[src/mul_fsm_pkg.sv]
// ------------------------------------------------
// State encoding of the iterative multiply core
// Used by the shift-add core, and by the testbench
// for readable state names in messages
// ------------------------------------------------
`default_nettype none

package mul_fsm_pkg;

    // Encoding 2'b11 is unused and falls back to idle
    typedef enum logic [1:0] {
        ST_IDLE = 2'b00, // Waiting for a request
        ST_RUN  = 2'b01, // One multiplier bit per cycle
        ST_DONE = 2'b10  // Product held until taken
    } mul_state_e;

endpackage

`default_nettype wire

[src/mul_op_pkg.sv]
// ------------------------------------------------
// Opcode encoding of the RV32M multiply unit
// Decode helpers give operand signedness and the
// product half an opcode returns
// Shared by the RTL and the testbench reference model
// ------------------------------------------------
`default_nettype none

package mul_op_pkg;

    // Same as funct3[1:0] of the multiply instructions
    typedef enum logic [1:0] {
        MUL_LO  = 2'b00, // MUL returns the low word of signed x signed
        MUL_HSS = 2'b01, // MULH returns the high word of signed x signed
        MUL_HSU = 2'b10, // MULHSU returns the high word of signed x unsigned
        MUL_HUU = 2'b11  // MULHU returns the high word of unsigned x unsigned
    } mul_op_e;

    function automatic logic op_a_signed(input mul_op_e op);
        return (op != MUL_HUU); // Only MULHU reads a as unsigned
    endfunction

    function automatic logic op_b_signed(input mul_op_e op);
        return (op == MUL_LO) || (op == MUL_HSS); // b is unsigned for HSU and HUU
    endfunction

    // Low half is sign agnostic so MUL may treat both as signed
    function automatic logic op_high_half(input mul_op_e op);
        return (op != MUL_LO);
    endfunction

endpackage

`default_nettype wire

[src/mul_operand_prep.sv]
// ------------------------------------------------
// Operand preparation for the multiply unit
// Strips the sign of each operand so the core works
// on magnitudes only, and flags when the product
// has to be negated again at the output
// Purely combinational, sits in front of the core
// ------------------------------------------------
`default_nettype none

module mul_operand_prep #(
    parameter int XLEN = 32 // Operand width
) (
    input  logic [XLEN-1:0]     a_i,        // Operand a, rs1
    input  logic [XLEN-1:0]     b_i,        // Operand b, rs2
    input  mul_op_pkg::mul_op_e op_i,       // Multiply opcode
    output logic [XLEN-1:0]     mag_a_o,    // Magnitude of a
    output logic [XLEN-1:0]     mag_b_o,    // Magnitude of b
    output logic                neg_prod_o  // Product sign must be restored
);

    logic sign_a;   // a is signed and negative
    logic sign_b;   // b is signed and negative

    // Two's complement magnitude when neg is set
    function automatic logic [XLEN-1:0] magnitude(
        input logic [XLEN-1:0] val,
        input logic            neg
    );
        return neg ? (~val + XLEN'(1)) : val;
    endfunction

    // ------------------------------------------------
    // Effective signs
    // ------------------------------------------------
    assign sign_a = mul_op_pkg::op_a_signed(op_i) & a_i[XLEN-1];   // MSB only counts if signed
    assign sign_b = mul_op_pkg::op_b_signed(op_i) & b_i[XLEN-1];

    // ------------------------------------------------
    // Magnitudes
    // ------------------------------------------------
    // Most negative value maps onto 2^(XLEN-1) which still fits unsigned
    assign mag_a_o = magnitude(a_i, sign_a);
    assign mag_b_o = magnitude(b_i, sign_b);

    assign neg_prod_o = sign_a ^ sign_b;    // Negative iff exactly one operand negative

endmodule

`default_nettype wire

[src/mul_result_sel.sv]
// ------------------------------------------------
// Result selection of the multiply unit
// Puts the sign back on the magnitude product and
// returns the low or high word the opcode asks for
// Purely combinational, sits behind the core
// ------------------------------------------------
`default_nettype none

module mul_result_sel #(
    parameter int XLEN = 32 // Operand width
) (
    input  logic [2*XLEN-1:0]   product_i,  // Magnitude product from the core
    input  logic                neg_i,      // Product has to be negated
    input  mul_op_pkg::mul_op_e op_i,       // Opcode captured with the request
    output logic [XLEN-1:0]     result_o    // Word written to rd
);

    localparam int PW = 2 * XLEN;  // Full product width

    logic [PW-1:0]   prod_fix;     // Product with its sign restored
    logic [XLEN-1:0] word_hi;      // Upper half for MULH, MULHSU, MULHU
    logic [XLEN-1:0] word_lo;      // Lower half for MUL

    // ------------------------------------------------
    // Sign restore
    // ------------------------------------------------
    // Negate over the full width so the borrow reaches the high word
    assign prod_fix = neg_i ? (~product_i + PW'(1)) : product_i;

    // ------------------------------------------------
    // Half select
    // ------------------------------------------------
    assign word_hi = prod_fix[PW-1:XLEN];
    assign word_lo = prod_fix[XLEN-1:0];

    assign result_o = mul_op_pkg::op_high_half(op_i) ? word_hi : word_lo;

endmodule

`default_nettype wire

[src/mul_shift_add_core.sv]
// ------------------------------------------------
// Iterative shift-and-add multiplier core
// Takes one multiplier bit per cycle, so a product
// is ready XLEN cycles after the request is accepted
// Valid/ready handshake on both sides, one operation
// in flight at a time, result held under back-pressure
// ------------------------------------------------
`default_nettype none

module mul_shift_add_core #(
    parameter int XLEN = 32 // Operand width
) (
    input  logic                clk,
    input  logic                rst_n,
    input  logic [XLEN-1:0]     mag_a_i,        // Multiplicand magnitude
    input  logic [XLEN-1:0]     mag_b_i,        // Multiplier magnitude
    input  logic                neg_i,          // Negate flag from operand prep
    input  mul_op_pkg::mul_op_e op_i,           // Opcode of the request
    input  logic                in_valid_i,     // Request valid
    output logic                in_ready_o,     // Core can take a request
    output logic                out_valid_o,    // Product available
    input  logic                out_ready_i,    // Consumer takes the product
    output logic [2*XLEN-1:0]   product_o,      // Unsigned magnitude product
    output logic                neg_o,          // Captured negate flag
    output mul_op_pkg::mul_op_e op_o            // Captured opcode
);

    localparam int CNT_W = $clog2(XLEN + 1);   // Holds XLEN down to 0
    localparam int PW    = 2 * XLEN;           // Product width

    mul_fsm_pkg::mul_state_e state_q;
    mul_fsm_pkg::mul_state_e state_d;

    logic [CNT_W-1:0]    cnt_q;      // Remaining iterations
    logic [PW-1:0]       mcand_q;    // Multiplicand, moves left one bit per step
    logic [XLEN-1:0]     mplier_q;   // Multiplier, LSB is the current bit
    logic [PW-1:0]       acc_q;      // Partial product
    logic                neg_q;
    mul_op_pkg::mul_op_e op_q;

    logic accept;   // Request handshake
    logic take;     // Response handshake
    logic running;  // Iteration in progress

    assign in_ready_o  = (state_q == mul_fsm_pkg::ST_IDLE);
    assign out_valid_o = (state_q == mul_fsm_pkg::ST_DONE);
    assign running     = (state_q == mul_fsm_pkg::ST_RUN);
    assign accept      = in_valid_i && in_ready_o;
    assign take        = out_valid_o && out_ready_i;

    // ------------------------------------------------
    // Control FSM
    // ------------------------------------------------
    always_comb begin
        state_d = state_q;
        unique case (state_q)
            mul_fsm_pkg::ST_IDLE: begin
                if (accept) begin
                    state_d = mul_fsm_pkg::ST_RUN;
                end
            end
            mul_fsm_pkg::ST_RUN: begin
                if (cnt_q == CNT_W'(1)) begin  // Last bit handled this cycle
                    state_d = mul_fsm_pkg::ST_DONE;
                end
            end
            mul_fsm_pkg::ST_DONE: begin
                if (take) begin
                    state_d = mul_fsm_pkg::ST_IDLE;
                end
            end
            default: state_d = mul_fsm_pkg::ST_IDLE;
        endcase
    end

    always_ff @(posedge clk or negedge rst_n) begin
        if (!rst_n) begin
            state_q <= mul_fsm_pkg::ST_IDLE;
            cnt_q   <= '0;
        end else begin
            state_q <= state_d;
            if (accept) begin
                cnt_q <= CNT_W'(XLEN);     // One step per multiplier bit
            end else if (running) begin
                cnt_q <= cnt_q - CNT_W'(1);
            end
        end
    end

    // ------------------------------------------------
    // Shift-add datapath
    // ------------------------------------------------
    always_ff @(posedge clk) begin
        if (accept) begin
            mcand_q  <= {{XLEN{1'b0}}, mag_a_i};   // Starts at bit position 0
            mplier_q <= mag_b_i;
            acc_q    <= '0;
            neg_q    <= neg_i;
            op_q     <= op_i;
        end else if (running) begin
            if (mplier_q[0]) begin
                acc_q <= acc_q + mcand_q;          // Add shifted multiplicand
            end
            mcand_q  <= mcand_q << 1;              // Next bit position
            mplier_q <= mplier_q >> 1;
        end
    end

    assign product_o = acc_q;
    assign neg_o     = neg_q;
    assign op_o      = op_q;

    // ------------------------------------------------
    // Assertions
    // ------------------------------------------------
    // Every accepted request starts a full run
    a_accept_idle: assert property (@(posedge clk) disable iff (!rst_n)
        accept |=> (running && cnt_q == CNT_W'(XLEN)));

    // Response and its payload hold until the consumer takes them
    a_out_hold: assert property (@(posedge clk) disable iff (!rst_n)
        (out_valid_o && !out_ready_i) |=>
            out_valid_o && $stable({acc_q, neg_q, op_q}));

    // Run never lasts past the final bit
    a_cnt_run: assert property (@(posedge clk) disable iff (!rst_n)
        running |-> cnt_q != '0);

endmodule

`default_nettype wire

[src/mul_unit_top.sv]
// ------------------------------------------------
// Top level of the RV32M multiply unit
// Covers MUL, MULH, MULHSU and MULHU with an iterative
// shift-add core, one bit per cycle
// Request takes a, b and op with valid/ready, and the
// response returns the XLEN-bit result with valid/ready
// ------------------------------------------------
`default_nettype none

module mul_unit_top #(
    parameter int XLEN = 32 // Register width, also works with 16 or 64
) (
    input  logic                clk,
    input  logic                rst_n,
    input  logic [XLEN-1:0]     a_i,            // rs1 value
    input  logic [XLEN-1:0]     b_i,            // rs2 value
    input  mul_op_pkg::mul_op_e op_i,           // Multiply opcode
    input  logic                in_valid_i,     // Request valid
    output logic                in_ready_o,     // Unit idle and ready
    output logic [XLEN-1:0]     result_o,       // rd value
    output logic                out_valid_o,    // Result valid
    input  logic                out_ready_i     // Consumer ready
);

    logic [XLEN-1:0]     mag_a;     // Operand magnitudes
    logic [XLEN-1:0]     mag_b;
    logic                neg_prod;  // Sign of the request's product
    logic [2*XLEN-1:0]   product;   // Magnitude product
    logic                neg_q;     // Captured sign
    mul_op_pkg::mul_op_e op_q;      // Captured opcode

    // ------------------------------------------------
    // Operand side
    // ------------------------------------------------
    mul_operand_prep #(
        .XLEN (XLEN)
    ) u_prep (
        .a_i        (a_i),
        .b_i        (b_i),
        .op_i       (op_i),
        .mag_a_o    (mag_a),
        .mag_b_o    (mag_b),
        .neg_prod_o (neg_prod)
    );

    mul_shift_add_core #(
        .XLEN (XLEN)
    ) u_core (
        .clk         (clk),
        .rst_n       (rst_n),
        .mag_a_i     (mag_a),
        .mag_b_i     (mag_b),
        .neg_i       (neg_prod),
        .op_i        (op_i),
        .in_valid_i  (in_valid_i),
        .in_ready_o  (in_ready_o),
        .out_valid_o (out_valid_o),
        .out_ready_i (out_ready_i),
        .product_o   (product),
        .neg_o       (neg_q),
        .op_o        (op_q)
    );

    // ------------------------------------------------
    // Result side
    // ------------------------------------------------
    mul_result_sel #(
        .XLEN (XLEN)
    ) u_sel (
        .product_i (product),
        .neg_i     (neg_q),
        .op_i      (op_q),
        .result_o  (result_o)
    );

endmodule

`default_nettype wire

[config.mk]
export PLATFORM = sky130hd
export DESIGN_NAME = mul_unit_top
export DESIGN_NICKNAME = d
export VERILOG_FILES = /design/src/mul_fsm_pkg.sv /design/src/mul_op_pkg.sv /design/src/mul_operand_prep.sv /design/src/mul_result_sel.sv /design/src/mul_shift_add_core.sv /design/src/mul_unit_top.sv
export SDC_FILE = /design/constraint.sdc
export NUM_CORES = 1
export LEC_CHECK = 0
export ABC_AREA = 1
export BUFFER_PORTS_ARGS = -buffer_cell sky130_fd_sc_hd__buf_2
export CAP_MARGIN = 10
export CELL_PAD_IN_SITES_DETAIL_PLACEMENT = 1
export CELL_PAD_IN_SITES_GLOBAL_PLACEMENT = 1
export CORE_MARGIN = 10
export CORE_UTILIZATION = 35
export DETAILED_ROUTE_END_ITERATION = 8
export GPL_TIMING_DRIVEN = 1
export PLACE_DENSITY_LB_ADDON = 0.12
export SETUP_SLACK_MARGIN = 0.02
export SLEW_MARGIN = 20
export SYNTH_ARGS = -nofsm -noshare
export SYNTH_HDL_FRONTEND = slang
export SYNTH_SLANG_ARGS = --single-unit
[constraint.sdc]
create_clock -name clk -period 3.3 [get_ports clk]
set_clock_uncertainty 0.1 [all_clocks]
set_input_delay 0.33 -clock clk [delete_from_list [all_inputs] [get_ports clk]]
set_output_delay 0.33 -clock clk [all_outputs]
set_load 0.02 [all_outputs]
==> flow_metrics.env <==
export IMPL_finalHoldViolations=0
export IMPL_cap_violations=0
export IMPL_via_per_inst=5.048
export IMPL_io_pins=104
export IMPL_layout_drive_gt1_share=0.07493
export IMPL_finalCritPeriodShare=0.9345
export IMPL_ant_nets=0
export IMPL_drt_iter0_markers=1060
export IMPL_die_area_sq_mm=0.05675
export IMPL_cts_inserted_buffers=17
export IMPL_multi_input_area_sq_mm=0.01022
export IMPL_relSlewSlack=0.3900
export IMPL_cts_tree="yes"
export IMPL_drv_slew=0
export IMPL_totalWireLength_um=67110
export IMPL_status="complete, no violations"
export IMPL_syn_inst=2908
export IMPL_fmax_mhz=324.3
export IMPL_finalSetupViolCount=0
export IMPL_place_area_sq_mm=0.01784
export IMPL_dr_total_vias=18220
export IMPL_synthFlopType="dfxtp_1"
export IMPL_r2r_cells=14
export IMPL_worstSkewPairLatency_ns=0.50
export IMPL_yosys_warnings=0
export IMPL_grt_pass1_wl_um=105600
export IMPL_final_cell_area_sq_mm=0.01854
export IMPL_crit_start="u_core.product_o[1]"
export IMPL_crit_end="result_o[15]"
export IMPL_avgSynthCellArea_sq_um=5.731
export IMPL_crit_path_start_kind="flop"
export IMPL_yosys_cell_types_count=50
export IMPL_seq_area_frac_synth=0.2480
export IMPL_antenna_found_initial=0
export IMPL_path_max_fanout=6
export IMPL_synthTopCellsByCount="nand2_1 (971), inv_1 (543), nor2_1 (338), nand3_1 (195), o21ai_0 (174)"
export IMPL_wl_per_cell_um=18.59
export IMPL_initial_core_util=0.3557
export IMPL_min_path_type="in -> async"
export IMPL_synth_top_area_frac=0.2187
export IMPL_grt_max_degree=192
export IMPL_clkSinkCount=171
export IMPL_antenna_cells=0
export IMPL_ys_async_sr_fraction=0.04678
export IMPL_ir_drop_v=0.0003941
export IMPL_core_area_sq_mm=0.04685
export IMPL_area_growth_pct=11.23
export IMPL_worst_pin_slew_ns=0.9055
export IMPL_grt_use_total=0.2372
export IMPL_dp_hpwl_um=55530
export IMPL_r2r_start="u_core.product_o[0]"
export IMPL_synth_area_leaders="nand2_1 (22%), inv_1 (12%), edfxtp_1 (12%)"
export IMPL_fin_setup_tns_ns=0
export IMPL_syn_area_sq_mm=0.01667
export IMPL_p_leak_nw=10.05
export IMPL_path_class="reg -> out"
export IMPL_synth_most_common_cell="nand2_1"
export IMPL_io_buffers=103
export IMPL_grt_ovfl_total=0
export IMPL_ff_latch_area_sq_mm=0.004134
export IMPL_die_x_um=238.2
export IMPL_synth_edf_count=67
export IMPL_cts_max_level=4
export IMPL_rrSetupSlack_ns=0.47
export IMPL_netlist_top_cell_by_area="nand2_1"
export IMPL_finalCriticalPeriod_ns=3.084
export IMPL_rsz0062_at_grt="false"
export IMPL_grt_pass1_vias=18840
export IMPL_cts_root_buffer="clkbuf_16"
export IMPL_drc=0
export IMPL_synth_seq_cells=171
export IMPL_die_h_um=238.2
export IMPL_fillCellCount=6550
export IMPL_final_nets=3129
export IMPL_num_rows=79
export IMPL_required_ns=2.87
export IMPL_worstReg2RegEnd="u_core.product_o[48]"
export IMPL_drtPass1Iterations=5
export IMPL_syn_nets=3047
export IMPL_clkTransAtPathRegs_ns=0.08
export IMPL_cellPowerDensity_mw_per_mm2=1229
export IMPL_place_gp_congestion=0.9538
export IMPL_critPathArrivalTime_ns=2.65
export IMPL_cts_max_path_buffers=2
export IMPL_endpoint_kind="output port"
## critical path, cell delays in order, from the launching register on
cell     delay, ns
dfxtp_1       0.33
inv_2         0.15
nand3_2       0.13
nor3_4        0.24
nand3_2       0.18
nor2_4        0.24
nand3_1       0.10
nand2_1       0.23
nor2_1        0.07
o22ai_1       0.24
buf_2         0.22
## worst min-delay path by stage
stage               slack, ns    start                   to  cells past startpoint
floorplan               -0.07    rst_n      u_core.cnt_q[0]                      0
global placement         0.08    rst_n    u_core.state_q[1]                      1
detailed placement       0.08    rst_n    u_core.state_q[0]                      1
CTS                      0.05  b_i[31]  u_core.mplier_q[31]                      3
global route             0.09    rst_n      u_core.cnt_q[0]                      2
finish                   0.09    rst_n      u_core.cnt_q[2]                      2
## report_power, final
group	switching (mW)	internal, mW	total [mW]
combinational	10.7	4.77	15.5
sequential	1.54	3.59	5.13
clock	1.03	1.14	2.17
## routing by layer
metal	vias to the layer above	global-route usage	part of all wire
li1	9192	-	-
met1	8586	0.3130	0.48
met2	365	0.3870	0.45
met5	-	0	0
met3	79	0.03781	0.046
met4	0	0.07922	0.027
## through the flow
stage	cells	power, mW	utilization	hold slack [ns]	setup slack [ns]
after floorplan	2908	15.04	-	-0.06559	0.2095
after global placement	3570	20.08	0.3808	0.08406	0.6102
after detailed placement	3570	20.48	0.3808	0.08155	0.5339
after CTS	3606	22.76	0.3947	0.04807	0.08265
after global routing	3610	25.11	0.3957	0.08922	0.02772
final	3610	22.79	0.3957	0.08901	0.2161
## cell type report
cell class              instances  area share
clock buffers                  19     0.02504
clock inverters                13    0.008099
inverters                     550      0.1116
multi-input cells            2123      0.5514
flip-flops and latches        171      0.2230
well taps                     607     0.04097
repair buffers                126     0.03969
repair inverters                1   0.0002700
## registers in the layout (all words and copies together) (netlist names)
signal	cells
u_core.op_o	2
u_core.product_o	64
u_core.cnt_q	6
u_core.mcand_q	64
u_core.neg_o	1
u_core.mplier_q	32
u_core.state_q	2
## layout by cell type, fill, tap and decap left out, types with 3 or more instances in the layout
cell type / Yosys / routed
nand2_1: 971 / 970
inv_1: 543 / 540
nor2_1: 338 / 335
nand3_1: 195 / 194
o21ai_0: 174 / 174
buf_2: 20 / 103
dfxtp_1: 96 / 96
a21oi_1: 82 / 82
ha_1: 68 / 67
edfxtp_1: 67 / 67
xor2_1: 54 / 54
nor3_1: 33 / 33
nand4_1: 32 / 32
o21bai_1: 24 / 24
clkbuf_16: 0 / 18
o21ai_1: 16 / 16
buf_4: 1 / 16
xnor2_1: 15 / 15
o211ai_1: 14 / 14
nor2_2: 10 / 13
nand2_2: 11 / 11
a31oi_1: 10 / 10
inv_2: 7 / 9
or2_2: 9 / 9
o31ai_1: 8 / 8
dfrtp_1: 8 / 8
nand3_2: 6 / 7
nand3b_1: 6 / 6
nor3_2: 6 / 6
nor2_4: 5 / 5
o22ai_1: 5 / 5
inv_6: 0 / 5
or2_0: 4 / 4
or2_1: 4 / 4
nor4_1: 4 / 4
and2_1: 4 / 4
dlygate4sd3_1: 0 / 4
nand2_4: 2 / 3
clkinv_4: 0 / 3
buf_12: 0 / 3
## cells by family after synthesis
logic type / synth area share
buffers and inverters: 0.1400
adders and majority gates: 0.05225
and+or+nand+nor: 0.4113
DFF: 0.2480
xor gates and xnor gates: 0.03626
muxes: 0.0006006
AOI/OAI and AO/OA: 0.1115
## timing repair
action / CTS / global route
hold buffers: 4 / 0
buffers inserted: 0 / 3
setup endpoints to repair: 0 / 4
gates resized for setup: 0 / 5
endpoints found under the hold margin: 11 / 0
No activity file was read; power rests on OpenSTA's default activity.
